### config.mk
export PLATFORM = sky130hd
export DESIGN_NAME = dsp_slice
export DESIGN_NICKNAME = d
export VERILOG_FILES = /design/src/common/dsp_pkg.sv /design/src/hdl/pipe_reg.sv /design/src/operand_path/operand_path.sv /design/src/post_add_path/post_add_path.sv /design/src/hdl/dsp_slice.sv
export SDC_FILE = /design/constraint.sdc
export NUM_CORES = 1
export LEC_CHECK = 0
export BUFFER_PORTS_ARGS = -buffer_cell sky130_fd_sc_hd__buf_2
export CAP_MARGIN = 20
export CORE_ASPECT_RATIO = 0.6
export CORE_MARGIN = 3
export CORE_UTILIZATION = 55
export CTS_CLUSTER_DIAMETER = 40
export DETAILED_ROUTE_END_ITERATION = 6
export GPL_ROUTABILITY_DRIVEN = 0
export PLACE_DENSITY = 0.84
export SYNTH_ARGS = -nofsm -noshare
export SYNTH_HDL_FRONTEND = slang
export SYNTH_SLANG_ARGS = --single-unit
### constraint.sdc
create_clock -name clk -period 7.55 [get_ports clk]
set_input_delay 1.51 -clock clk [delete_from_list [all_inputs] [get_ports clk]]
set_output_delay 1.51 -clock clk [all_outputs]
set_load 0.01 [all_outputs]
### src/common/dsp_pkg.sv
`default_nettype none

package dsp_pkg;

    // datapath widths
    localparam int op_w       = 18;   // a b d and pre-adder
    localparam int mult_w     = 36;   // product and m
    localparam int acc_w      = 48;   // c pcin x z and p
    localparam int opmode_w   = 8;
    localparam int d_concat_w = 12;   // low d bits on top of a:b in x_dab

    // opmode bit positions
    localparam int opm_x_lsb      = 0;   // bits 1:0
    localparam int opm_z_lsb      = 2;   // bits 3:2
    localparam int opm_preadd_sel = 4;   // 1 = pre-adder result into b1
    localparam int opm_cin        = 5;   // carry-in source
    localparam int opm_pre_sub    = 6;   // 1 = d - b
    localparam int opm_post_sub   = 7;   // 1 = z - (x + cin)

    // x mux select
    typedef enum logic [1:0] {
        x_zero = 2'd0,   // constant zero
        x_mult = 2'd1,   // m zero extended
        x_p    = 2'd2,   // p feedback
        x_dab  = 2'd3    // d[11:0] a b concat
    } x_sel_e;

    // z mux select
    typedef enum logic [1:0] {
        z_zero = 2'd0,   // constant zero
        z_pcin = 2'd1,   // cascade in
        z_p    = 2'd2,   // p feedback for accumulate
        z_c    = 2'd3    // registered c
    } z_sel_e;

    // register configuration
    // a and b only use the second stage register
    localparam bit a1_reg       = 1'b1;
    localparam bit b1_reg       = 1'b1;
    localparam bit c_reg        = 1'b1;
    localparam bit d_reg        = 1'b1;
    localparam bit m_reg        = 1'b1;
    localparam bit p_reg        = 1'b1;
    localparam bit opmode_reg   = 1'b1;
    localparam bit carryin_reg  = 1'b1;
    localparam bit carryout_reg = 1'b1;

endpackage

`default_nettype wire

### src/hdl/pipe_reg.sv
`default_nettype none

module pipe_reg #(
    parameter int width = 1   // register width in bits
) (
    input  wire logic             clk,
    input  wire logic             arst_n,   // async clear
    input  wire logic             en,       // load enable
    input  wire logic [width-1:0] d,
    output logic      [width-1:0] q
);

    always_ff @(posedge clk or negedge arst_n) begin
        if (!arst_n) begin
            q <= '0;          // all stages clear to zero
        end else if (en) begin
            q <= d;           // hold when en low
        end
    end

endmodule

`default_nettype wire

### src/operand_path/operand_path.sv
`default_nettype none

module operand_path (
    input  wire logic                            clk,
    input  wire logic                            arst_n,
    input  wire logic [dsp_pkg::op_w-1:0]        a,
    input  wire logic [dsp_pkg::op_w-1:0]        b,
    input  wire logic [dsp_pkg::op_w-1:0]        d,
    input  wire logic                            cea,          // a1 enable
    input  wire logic                            ceb,          // b1 enable
    input  wire logic                            ced,          // d enable
    input  wire logic                            cem,          // m enable
    input  wire logic                            pre_sub,      // 1 = d - b
    input  wire logic                            preadd_sel,   // 0 = bypass to b
    output logic      [dsp_pkg::mult_w-1:0]      m,
    output logic      [dsp_pkg::op_w-1:0]        a_q,          // second stage a
    output logic      [dsp_pkg::op_w-1:0]        b_q,          // second stage b
    output logic      [dsp_pkg::d_concat_w-1:0]  d_low         // for x_dab
);

    logic [dsp_pkg::op_w-1:0]   d_q;       // registered d
    logic [dsp_pkg::op_w-1:0]   pre_res;   // pre-adder out
    logic [dsp_pkg::op_w-1:0]   b_sel;     // bypass mux out
    logic [dsp_pkg::mult_w-1:0] product;   // unsigned 18x18

    // d register
    if (dsp_pkg::d_reg) begin : g_dreg
        pipe_reg #(.width(dsp_pkg::op_w)) i_dreg (
            .clk    (clk),
            .arst_n (arst_n),
            .en     (ced),
            .d      (d),
            .q      (d_q)
        );
    end else begin : g_dreg_bypass
        assign d_q = d;
    end

    // pre-adder sees registered d and raw b
    always_comb begin
        if (pre_sub) begin
            pre_res = d_q - b;   // wraps mod 2^18
        end else begin
            pre_res = d_q + b;
        end
    end

    assign b_sel = preadd_sel ? pre_res : b;   // bypass mux

    // b1 stage takes the mux result
    if (dsp_pkg::b1_reg) begin : g_b1reg
        pipe_reg #(.width(dsp_pkg::op_w)) i_b1reg (
            .clk    (clk),
            .arst_n (arst_n),
            .en     (ceb),
            .d      (b_sel),
            .q      (b_q)
        );
    end else begin : g_b1reg_bypass
        assign b_q = b_sel;
    end

    // a1 stage only
    if (dsp_pkg::a1_reg) begin : g_a1reg
        pipe_reg #(.width(dsp_pkg::op_w)) i_a1reg (
            .clk    (clk),
            .arst_n (arst_n),
            .en     (cea),
            .d      (a),
            .q      (a_q)
        );
    end else begin : g_a1reg_bypass
        assign a_q = a;
    end

    // full 36 bit product
    assign product = dsp_pkg::mult_w'(a_q) * dsp_pkg::mult_w'(b_q);

    if (dsp_pkg::m_reg) begin : g_mreg
        pipe_reg #(.width(dsp_pkg::mult_w)) i_mreg (
            .clk    (clk),
            .arst_n (arst_n),
            .en     (cem),
            .d      (product),
            .q      (m)
        );
    end else begin : g_mreg_bypass
        assign m = product;
    end

    assign d_low = d_q[dsp_pkg::d_concat_w-1:0];   // top slice of x_dab

endmodule

`default_nettype wire

### src/post_add_path/post_add_path.sv
`default_nettype none

module post_add_path (
    input  wire logic                            clk,
    input  wire logic                            arst_n,
    input  wire logic [dsp_pkg::acc_w-1:0]       c,
    input  wire logic [dsp_pkg::acc_w-1:0]       pcin,        // cascade from neighbour
    input  wire logic [dsp_pkg::mult_w-1:0]      m,
    input  wire logic [dsp_pkg::op_w-1:0]        a_q,
    input  wire logic [dsp_pkg::op_w-1:0]        b_q,
    input  wire logic [dsp_pkg::d_concat_w-1:0]  d_low,
    input  wire dsp_pkg::x_sel_e                 x_sel,
    input  wire dsp_pkg::z_sel_e                 z_sel,
    input  wire logic                            cin,         // opmode bit 5
    input  wire logic                            post_sub,    // 1 = subtract
    input  wire logic                            cec,
    input  wire logic                            cecarryin,   // cyi and cyo
    input  wire logic                            cep,
    output logic      [dsp_pkg::acc_w-1:0]       p,
    output logic                                 carryout
);

    logic [dsp_pkg::acc_w-1:0] c_q;        // registered c
    logic                      cin_q;      // registered carry-in
    logic [dsp_pkg::acc_w-1:0] x_mux;
    logic [dsp_pkg::acc_w-1:0] z_mux;
    logic [dsp_pkg::acc_w:0]   x_plus_c;   // x + cin with room for 2^48
    logic [dsp_pkg::acc_w:0]   post_res;   // bit 48 is carry or borrow

    // c register
    if (dsp_pkg::c_reg) begin : g_creg
        pipe_reg #(.width(dsp_pkg::acc_w)) i_creg (
            .clk    (clk),
            .arst_n (arst_n),
            .en     (cec),
            .d      (c),
            .q      (c_q)
        );
    end else begin : g_creg_bypass
        assign c_q = c;
    end

    // carry-in register
    if (dsp_pkg::carryin_reg) begin : g_cyi
        pipe_reg #(.width(1)) i_cyi (
            .clk    (clk),
            .arst_n (arst_n),
            .en     (cecarryin),
            .d      (cin),
            .q      (cin_q)
        );
    end else begin : g_cyi_bypass
        assign cin_q = cin;
    end

    // x mux
    always_comb begin
        case (x_sel)
            dsp_pkg::x_zero: x_mux = '0;
            dsp_pkg::x_mult: x_mux = {{(dsp_pkg::acc_w - dsp_pkg::mult_w){1'b0}}, m};
            dsp_pkg::x_p:    x_mux = p;                     // feedback
            dsp_pkg::x_dab:  x_mux = {d_low, a_q, b_q};     // 12 + 18 + 18
            default:         x_mux = '0;
        endcase
    end

    // z mux
    always_comb begin
        case (z_sel)
            dsp_pkg::z_zero: z_mux = '0;
            dsp_pkg::z_pcin: z_mux = pcin;
            dsp_pkg::z_p:    z_mux = p;    // accumulate path
            dsp_pkg::z_c:    z_mux = c_q;
            default:         z_mux = '0;
        endcase
    end

    // carry folded into x before add or sub
    assign x_plus_c = {1'b0, x_mux} + {{dsp_pkg::acc_w{1'b0}}, cin_q};

    always_comb begin
        if (post_sub) begin
            post_res = {1'b0, z_mux} - x_plus_c;   // msb set on borrow
        end else begin
            post_res = {1'b0, z_mux} + x_plus_c;   // msb set on carry
        end
    end

    // p register
    if (dsp_pkg::p_reg) begin : g_preg
        pipe_reg #(.width(dsp_pkg::acc_w)) i_preg (
            .clk    (clk),
            .arst_n (arst_n),
            .en     (cep),
            .d      (post_res[dsp_pkg::acc_w-1:0]),
            .q      (p)
        );
    end else begin : g_preg_bypass
        assign p = post_res[dsp_pkg::acc_w-1:0];
    end

    // carry-out register shares the carry-in enable
    if (dsp_pkg::carryout_reg) begin : g_cyo
        pipe_reg #(.width(1)) i_cyo (
            .clk    (clk),
            .arst_n (arst_n),
            .en     (cecarryin),
            .d      (post_res[dsp_pkg::acc_w]),
            .q      (carryout)
        );
    end else begin : g_cyo_bypass
        assign carryout = post_res[dsp_pkg::acc_w];
    end

endmodule

`default_nettype wire

### src/hdl/dsp_slice.sv
`default_nettype none

module dsp_slice (
    input  wire logic                          clk,
    input  wire logic                          arst_n,
    input  wire logic [dsp_pkg::op_w-1:0]      a,
    input  wire logic [dsp_pkg::op_w-1:0]      b,
    input  wire logic [dsp_pkg::op_w-1:0]      d,
    input  wire logic [dsp_pkg::acc_w-1:0]     c,
    input  wire logic [dsp_pkg::acc_w-1:0]     pcin,
    input  wire logic [dsp_pkg::opmode_w-1:0]  opmode,
    input  wire logic                          cea,
    input  wire logic                          ceb,
    input  wire logic                          cec,
    input  wire logic                          ced,
    input  wire logic                          cem,
    input  wire logic                          cep,
    input  wire logic                          ceopmode,
    input  wire logic                          cecarryin,
    output logic      [dsp_pkg::mult_w-1:0]    m,
    output logic      [dsp_pkg::acc_w-1:0]     p,
    output logic                               carryout
);

    logic [dsp_pkg::opmode_w-1:0]   opmode_q;   // registered opmode
    logic [dsp_pkg::op_w-1:0]       a_q;        // second stage a
    logic [dsp_pkg::op_w-1:0]       b_q;        // second stage b
    logic [dsp_pkg::d_concat_w-1:0] d_low;
    dsp_pkg::x_sel_e                x_sel;
    dsp_pkg::z_sel_e                z_sel;

    // opmode register
    if (dsp_pkg::opmode_reg) begin : g_opmode_reg
        pipe_reg #(.width(dsp_pkg::opmode_w)) i_opmode_reg (
            .clk    (clk),
            .arst_n (arst_n),
            .en     (ceopmode),
            .d      (opmode),
            .q      (opmode_q)
        );
    end else begin : g_opmode_bypass
        assign opmode_q = opmode;
    end

    // mux selects out of the opmode word
    assign x_sel = dsp_pkg::x_sel_e'(opmode_q[dsp_pkg::opm_x_lsb +: 2]);
    assign z_sel = dsp_pkg::z_sel_e'(opmode_q[dsp_pkg::opm_z_lsb +: 2]);

    operand_path i_operand_path (
        .clk        (clk),
        .arst_n     (arst_n),
        .a          (a),
        .b          (b),
        .d          (d),
        .cea        (cea),
        .ceb        (ceb),
        .ced        (ced),
        .cem        (cem),
        .pre_sub    (opmode_q[dsp_pkg::opm_pre_sub]),
        .preadd_sel (opmode_q[dsp_pkg::opm_preadd_sel]),
        .m          (m),          // also feeds x mux
        .a_q        (a_q),
        .b_q        (b_q),
        .d_low      (d_low)
    );

    post_add_path i_post_add_path (
        .clk       (clk),
        .arst_n    (arst_n),
        .c         (c),
        .pcin      (pcin),
        .m         (m),
        .a_q       (a_q),
        .b_q       (b_q),
        .d_low     (d_low),
        .x_sel     (x_sel),
        .z_sel     (z_sel),
        .cin       (opmode_q[dsp_pkg::opm_cin]),        // no external carry pin
        .post_sub  (opmode_q[dsp_pkg::opm_post_sub]),
        .cec       (cec),
        .cecarryin (cecarryin),
        .cep       (cep),
        .p         (p),
        .carryout  (carryout)
    );

endmodule

`default_nettype wire

==> results of run 1 <==
-- kinds of logic (layout without fill, tap and decap cells) --
family / after synthesis / in the layout / synth area share
xor gates and xnor gates: 170 / 170 / 0.0570
and+or+nand+nor: 788 / 788 / 0.151
adders and majority gates: 437 / 437 / 0.284
AOI/OAI and AO/OA: 501 / 501 / 0.129
buffers and inverters: 506 / 702 / 0.0767
DFF: 196 / 196 / 0.188
muxes: 270 / 270 / 0.114
other: 0 / 1 / 0
-- cell usage after synthesis (all sizes together), types with 6 or more instances --
library cell and n:
inv 348, nand2 308, fa 258, mux2 225, dfrtp 196, ha 179, a21oi 138, nor2 124
clkbuf 120, and2 117, xnor2 115, o21ai 66, a21o 56, nor3 56, xor2 55, a22o 53
mux2i 45, buf 36, nand3 29, a31oi 27, o21a 25, nand2b 21, nand4 21, nor4 20
a22oi 19, a211oi 18, o211ai 18, nor2b 16, o31ai 13, and4 11, o21bai 11, o2bb2ai 11
or3 11, and3 10, or4 9, nand3b 7, or2 6
-- area by class of cell --
| type | count | area, um^2 |
|---|---|---|
| multi-input cells | 2166 | 19200 |
| fillers | 3758 | 17900 |
| flip-flops and latches | 196 | 4910 |
| repair buffers | 320 | 1790 |
| inverters | 350 | 1310 |
| well taps | 630 | 788 |
| clock buffers | 17 | 425 |
| clock inverters | 15 | 208 |
| diodes | 1 | 2.50 |
-- repair_timing --
action | in CTS | in global routing
gates resized for setup | 0 | 4
hold endpoints to repair | 0 | 0
endpoints found under the setup margin | 0 | 7
-- state kept, by name, indices dropped and copies added (netlist names) --
register / count
i_operand_path.g_dreg.i_dreg.q: 18
i_post_add_path.g_cyi.i_cyi.q: 1
g_opmode_reg.i_opmode_reg.q: 8
i_operand_path.g_a1reg.i_a1reg.q: 18
i_post_add_path.g_cyo.i_cyo.q: 1
i_operand_path.g_mreg.i_mreg.q: 36
i_post_add_path.g_creg.i_creg.q: 48
i_operand_path.g_b1reg.i_b1reg.q: 18
i_post_add_path.g_preg.i_preg.q: 48
-- cells in the final DEF, fill, tap and decap left out, types with 8 or more instances in the layout --
cell	n
nand4_1	20
a22o_1	53
o21bai_1	11
nand2_1	308
dfrtp_1	191
a211oi_1	16
buf_4	67
o31ai_1	13
and2_1	117
o211ai_1	18
inv_1	347
o21ai_0	66
buf_2	251
o2bb2ai_1	9
a31oi_1	27
fa_1	258
a22oi_1	18
o21a_1	25
nor2b_1	15
and3_1	10
nor3_1	54
a21oi_1	138
nand2b_1	21
or4_1	8
mux2i_1	45
nand3_1	29
ha_1	179
nor2_1	124
or3_1	11
xnor2_1	115
mux2_2	221
a21o_1	56
xor2_1	55
clkbuf_16	17
nor4_1	14
and4_1	11
-- final timing paths --
check                                                 endpoint  slack, ps  cells after the start
max reg2reg                 i_operand_path.g_mreg.i_mreg.q[33]        270                     23
min reg2reg                i_post_add_path.g_creg.i_creg.q[10]        510                      1
max in group asynchronous       g_opmode_reg.i_opmode_reg.q[2]       4770                      2
min in group asynchronous  i_post_add_path.g_creg.i_creg.q[37]       1120                      1
max                         i_operand_path.g_mreg.i_mreg.q[33]        270                     23
min                        i_post_add_path.g_creg.i_creg.q[10]        510                      1
-- through the flow --
step | utilization | setup slack, ps | cell area [um^2] | hold slack, ps
4_1_cts | 0.615 | 281 | 28600 | 511
5_1_grt | 0.616 | 7.09 | 28700 | 521
3_5_place_dp | 0.601 | 318 | 28000 | 492
6_report | 0.616 | 266 | 28700 | 509
2_1_floorplan | - | 232 | 26100 | 475
3_3_place_gp | 0.601 | 460 | 28000 | 485
-- metal layers --
metal / global-route usage / routed length, um / share of wire
met1: 0.456 / 32600 / 0.42
met2: 0.434 / 31600 / 0.41
met4: 0.101 / 2690 / 0.035
met5: 0 / 0 / 0
met3: 0.0940 / 10200 / 0.13
==> flow_summary.yaml, run 1 <==
status:
  status: "finished clean"
synthesis:
  synth-edff-count: 0
  synth-async-reset-ratio: 1.00
  synth_top_area_share: 0.198
  postSynthAreaPerCell_um2: 9.10
  synth.distinct_cells: 86
  synth_seq_cells: 196
  ys_seq_area_frac: 0.188
  synth_area_leaders: "fa_1 20%, dfrtp_1 19%, mux2_2 9.5%"
  syn_inst: 2868
  yosys_warnings: 0
  synth_area_leader_cell: "fa_1"
  netlist_area_mm2: 0.0261
  synth_nets: 3473
  ys.flop_type: "dfrtp_1"
placed_design:
  hpwl_um: 61200
  io_buffers: 252
  dp_cells: 3661
drt:
  drt_iter0_markers: 2735
  wl_per_cell_um: 20.9
  ant_nets: 0
  vias: 22400
  wl_um: 77200
  remaining_drc_errors: 0
  dr.pass1.iters: 7
  viasPerCell: 6.07
floorplan:
  pin_count: 253
  rows: 61
  core_region_area_mm2: 0.0466
  die-area_mm2: 0.0502
  start_util: 0.561
  die_x_um: 287
  die_y_um: 175
timing:
  setup_violations: 0
  hold_viol_final: 0
  fmax_mhz: 137
  rsz0062_at_grt: "false"
  tns_ps: 0
  period_needed_ps: 7280
  worst_pin_slew_ps: 1020
  period_share: 0.965
  clock_skew_ps: 17.2
  slew_headroom: 0.317
  drv_slew: 0
critical_path:
  crit_fanout: 11
  r2r_start: "i_operand_path.g_a1reg.i_a1reg.q[12]"
  worstPathBufferInverterCount: 5
  cp_top_family: "adder cells"
  path_cells: "nand2_1, fa_1, inv_1, fa_1, inv_1, fa_1, inv_1, fa_1, inv_1, fa_1, inv_1, fa_1, ha_1, and3_1, a211oi_1, nand2_1, o2111ai_1, a31oi_1, a221oi_1, o21ai_0, a21oi_1, xnor2_1, mux2_2"
  cp_slowest_cell: "a221oi_1"
  max_stage_delay_ps: 650
  cpMostUsedCell: "fa_1"
  cp_data_arrival_time_ps: 7670
  critPathKind: "flop to flop"
  start_kind: "flop"
  startpoint: "i_operand_path.g_a1reg.i_a1reg.q[12]"
  critPathRequiredTime_ps: 7930
  worstSetupEndpointType: "flop"
clock_network:
  htreeDepth: 4
  cts.sinks: 196
  clkTransAtPathRegs_ps: 90
  cts_tree: "built"
  cts_root_buf: "clkbuf_16"
  clock_latency_ps: 490
  postCtsSetupRepairBufs: 0
  clockBufferDepth: 2
  postCtsHoldBufs: 0
  cts_buffers: 17
job:
  cap_violations: 0
global_route:
  gr-total-overflow: 0
  grt_first_pass_wirelength_um: 123000
  grt_pass1_vias: 22200
  track_usage: 0.310
  antenna_found_initial: 1
  grt_max_degree: 126
worst_hold_path:
  hold_start: "i_post_add_path.g_creg.i_creg.q[10]"
  hold_path.class: "flop to flop"
layout:
  finalNetCount: 3656
  drive_gt1_frac: 0.199
  areaGrowthSynthToFinish_pct: 9.79
  final_cells: 3695
Power of run 1 is left out: the tool's default activity adds up to more than one toggle a clock period on the data nets, which glitch-free logic cannot reach.
==> run 2, diff against run 1 <==
--- a/config.mk
+++ b/config.mk
@@ -5,15 +5,16 @@
 export SDC_FILE = /design/constraint.sdc
 export NUM_CORES = 1
 export LEC_CHECK = 0
-export BUFFER_PORTS_ARGS = -buffer_cell sky130_fd_sc_hd__buf_2
 export CAP_MARGIN = 20
 export CORE_ASPECT_RATIO = 0.6
 export CORE_MARGIN = 3
 export CORE_UTILIZATION = 55
 export CTS_CLUSTER_DIAMETER = 40
 export DETAILED_ROUTE_END_ITERATION = 6
+export DONT_BUFFER_PORTS = 1
 export GPL_ROUTABILITY_DRIVEN = 0
-export PLACE_DENSITY = 0.84
+export GPL_TIMING_DRIVEN = 0
+export PLACE_DENSITY = 0.79
 export SYNTH_ARGS = -nofsm -noshare
 export SYNTH_HDL_FRONTEND = slang
 export SYNTH_SLANG_ARGS = --single-unit
==> constraint.sdc (replaced) <==
create_clock -name clk -period 7.55 [get_ports clk]
set_input_delay 0.755 -clock clk [delete_from_list [all_inputs] [get_ports clk]]
set_output_delay 0.755 -clock clk [all_outputs]
set_load 0.01 [all_outputs]
==> flow_summary.yaml, run 2 (same netlist as run 1, synthesis figures left out) <==
status:
  status: "complete, but fails checks"
  violations: "DRC"
drt:
  ant_nets: 0
  remaining_drc_errors: 1
  wl_per_cell_um: 24.5
  vias: 22800
  wl_um: 86700
  viasPerCell: 6.45
  dr.pass1.iters: 7
  drt_iter0_markers: 3201
global_route:
  track_usage: 0.343
  grt_first_pass_wirelength_um: 132000
  grt_pass1_vias: 22300
  antenna_found_initial: 20
  gr-total-overflow: 0
  grt_max_degree: 197
layout:
  areaGrowthSynthToFinish_pct: 6.99
  top_regs: "i_post_add_path.g_creg.i_creg.q x48, i_post_add_path.g_preg.i_preg.q x48, i_operand_path.g_mreg.i_mreg.q x36"
  final_cells: 3535
  mostFrequentLayoutCells: "347 x inv_1, 307 x nand2_1, 258 x fa_1"
  finalNetCount: 3478
  drive_gt1_frac: 0.133
  fin_area_mm2: 0.0279
  layout_commonest_cell: "inv_1"
timing:
  worst_pin_slew_ps: 1100
  slew_headroom: 0.265
  drv_slew: 0
  clock_skew_ps: 15.1
  hold_viol_final: 0
  fmax_mhz: 134
  period_needed_ps: 7480
  rsz0062_at_grt: "true"
  setup_violations: 0
  period_share: 0.990
placed_design:
  placed_cell_area_mm2: 0.0269
  dp_cells: 3499
  io_buffers: 0
  hpwl_um: 71500
clock_network:
  htreeDepth: 4
  clkTransAtPathRegs_ps: 80
  clock_latency_ps: 490
  cts_tree: "built"
  clockBufferDepth: 2
  cts_root_buf: "clkbuf_16"
  cts.sinks: 196
  cts_buffers: 17
critical_path:
  rr_worst_depth: 32
  critPathKind: "flop to flop"
  critPathRequiredTime_ps: 7910
  timing.rr.end: "i_post_add_path.g_cyo.i_cyo.q"
  crit_fanout: 19
  cp_slowest_cell: "or4b_1"
  start_kind: "flop"
  reg2reg_slack_ps: 70
  r2r_start: "g_opmode_reg.i_opmode_reg.q[0]"
  cp_data_arrival_time_ps: 7830
  worstSetupEndpointType: "flop"
  max_stage_delay_ps: 520
floorplan:
  pin_count: 253
  rows: 61
  die-area_mm2: 0.0502
  core_region_area_mm2: 0.0466
  start_util: 0.561
  die_y_um: 175
  die_x_um: 287
worst_hold_path:
  hold_path.class: "input pin to asynchronous set/reset pin"
job:
  cap_violations: 0
run 2: cell count changes in the layout (fill, tap and decap cells not counted), moves of 11 or more:
cell,before,now
buf_1,0,11
buf_2,251,6
buf_4,67,18
clkbuf_1,0,74
clkbuf_2,0,22
diode_2,1,19
run 2: worst max-delay path by stage:
stage                                                    from                                  to  slack, ps  depth (start not counted)
after floorplan                g_opmode_reg.i_opmode_reg.q[0]       i_post_add_path.g_cyo.i_cyo.q        230                         33
after global placement         g_opmode_reg.i_opmode_reg.q[0]       i_post_add_path.g_cyo.i_cyo.q      -2080                         34
after detailed placement       g_opmode_reg.i_opmode_reg.q[0]       i_post_add_path.g_cyo.i_cyo.q      -2290                         34
after CTS                 i_operand_path.g_a1reg.i_a1reg.q[8]  i_operand_path.g_mreg.i_mreg.q[33]         10                         26
after global routing           g_opmode_reg.i_opmode_reg.q[0]       i_post_add_path.g_cyo.i_cyo.q       -110                         34
final                          g_opmode_reg.i_opmode_reg.q[0]       i_post_add_path.g_cyo.i_cyo.q         70                         32
run 2: worst max-delay path, delay by kind of cell (launching register included):
kind,cells,cell delay (ps)
simple gates,9,2400
flops,1,330
compound gates,12,2390
buf+inv,7,1260
fa+ha+maj,3,730
xor+xnor,1,190
run 2: timing repair:
item | 4_1_cts | 5_1_grt
hold buffers | 1 | 0
pin swaps | 6 | 12
buffers inserted | 3 | 9
setup endpoints to repair | 37 | 26
cloned | 0 | 1
endpoints found under the hold margin | 196 | 0
resized for setup | 47 | 66
run 2: area by class of cell:
| cell class | instances | area [um^2] |
|---|---|---|
| antenna | 19 | 47.5 |
| inverter | 350 | 1310 |
| clock inverter | 13 | 161 |
| tap | 630 | 788 |
| buffer | 126 | 614 |
| sequential | 196 | 4920 |
| clock buffer | 19 | 443 |
| fill | 3836 | 18600 |
| timing repair buffer | 16 | 163 |
| multi-input combinational | 2166 | 19500 |
run 2: per-layer routing:
| layer | routed length [um] | share of wire | global-route usage |
|---|---|---|---|
| met3 | 14000 | 0.16 | 0.157 |
| met4 | 3930 | 0.045 | 0.136 |
| met2 | 34500 | 0.40 | 0.460 |
| met1 | 34300 | 0.40 | 0.476 |
| met5 | 27 | 0.00031 | 0 |
run 2: per-stage QoR:
stage	hold slack (ps)	utilization	TNS (ps)	setup WS, ps
after CTS	404	0.594	0	10.9
final	284	0.600	0	73.1
after detailed placement	465	0.578	-39090	-2290
after global placement	466	0.578	-32280	-2080
after global routing	412	0.600	-112	-112
after floorplan	459	-	0	232
Power of run 2 is left out for the same reason.
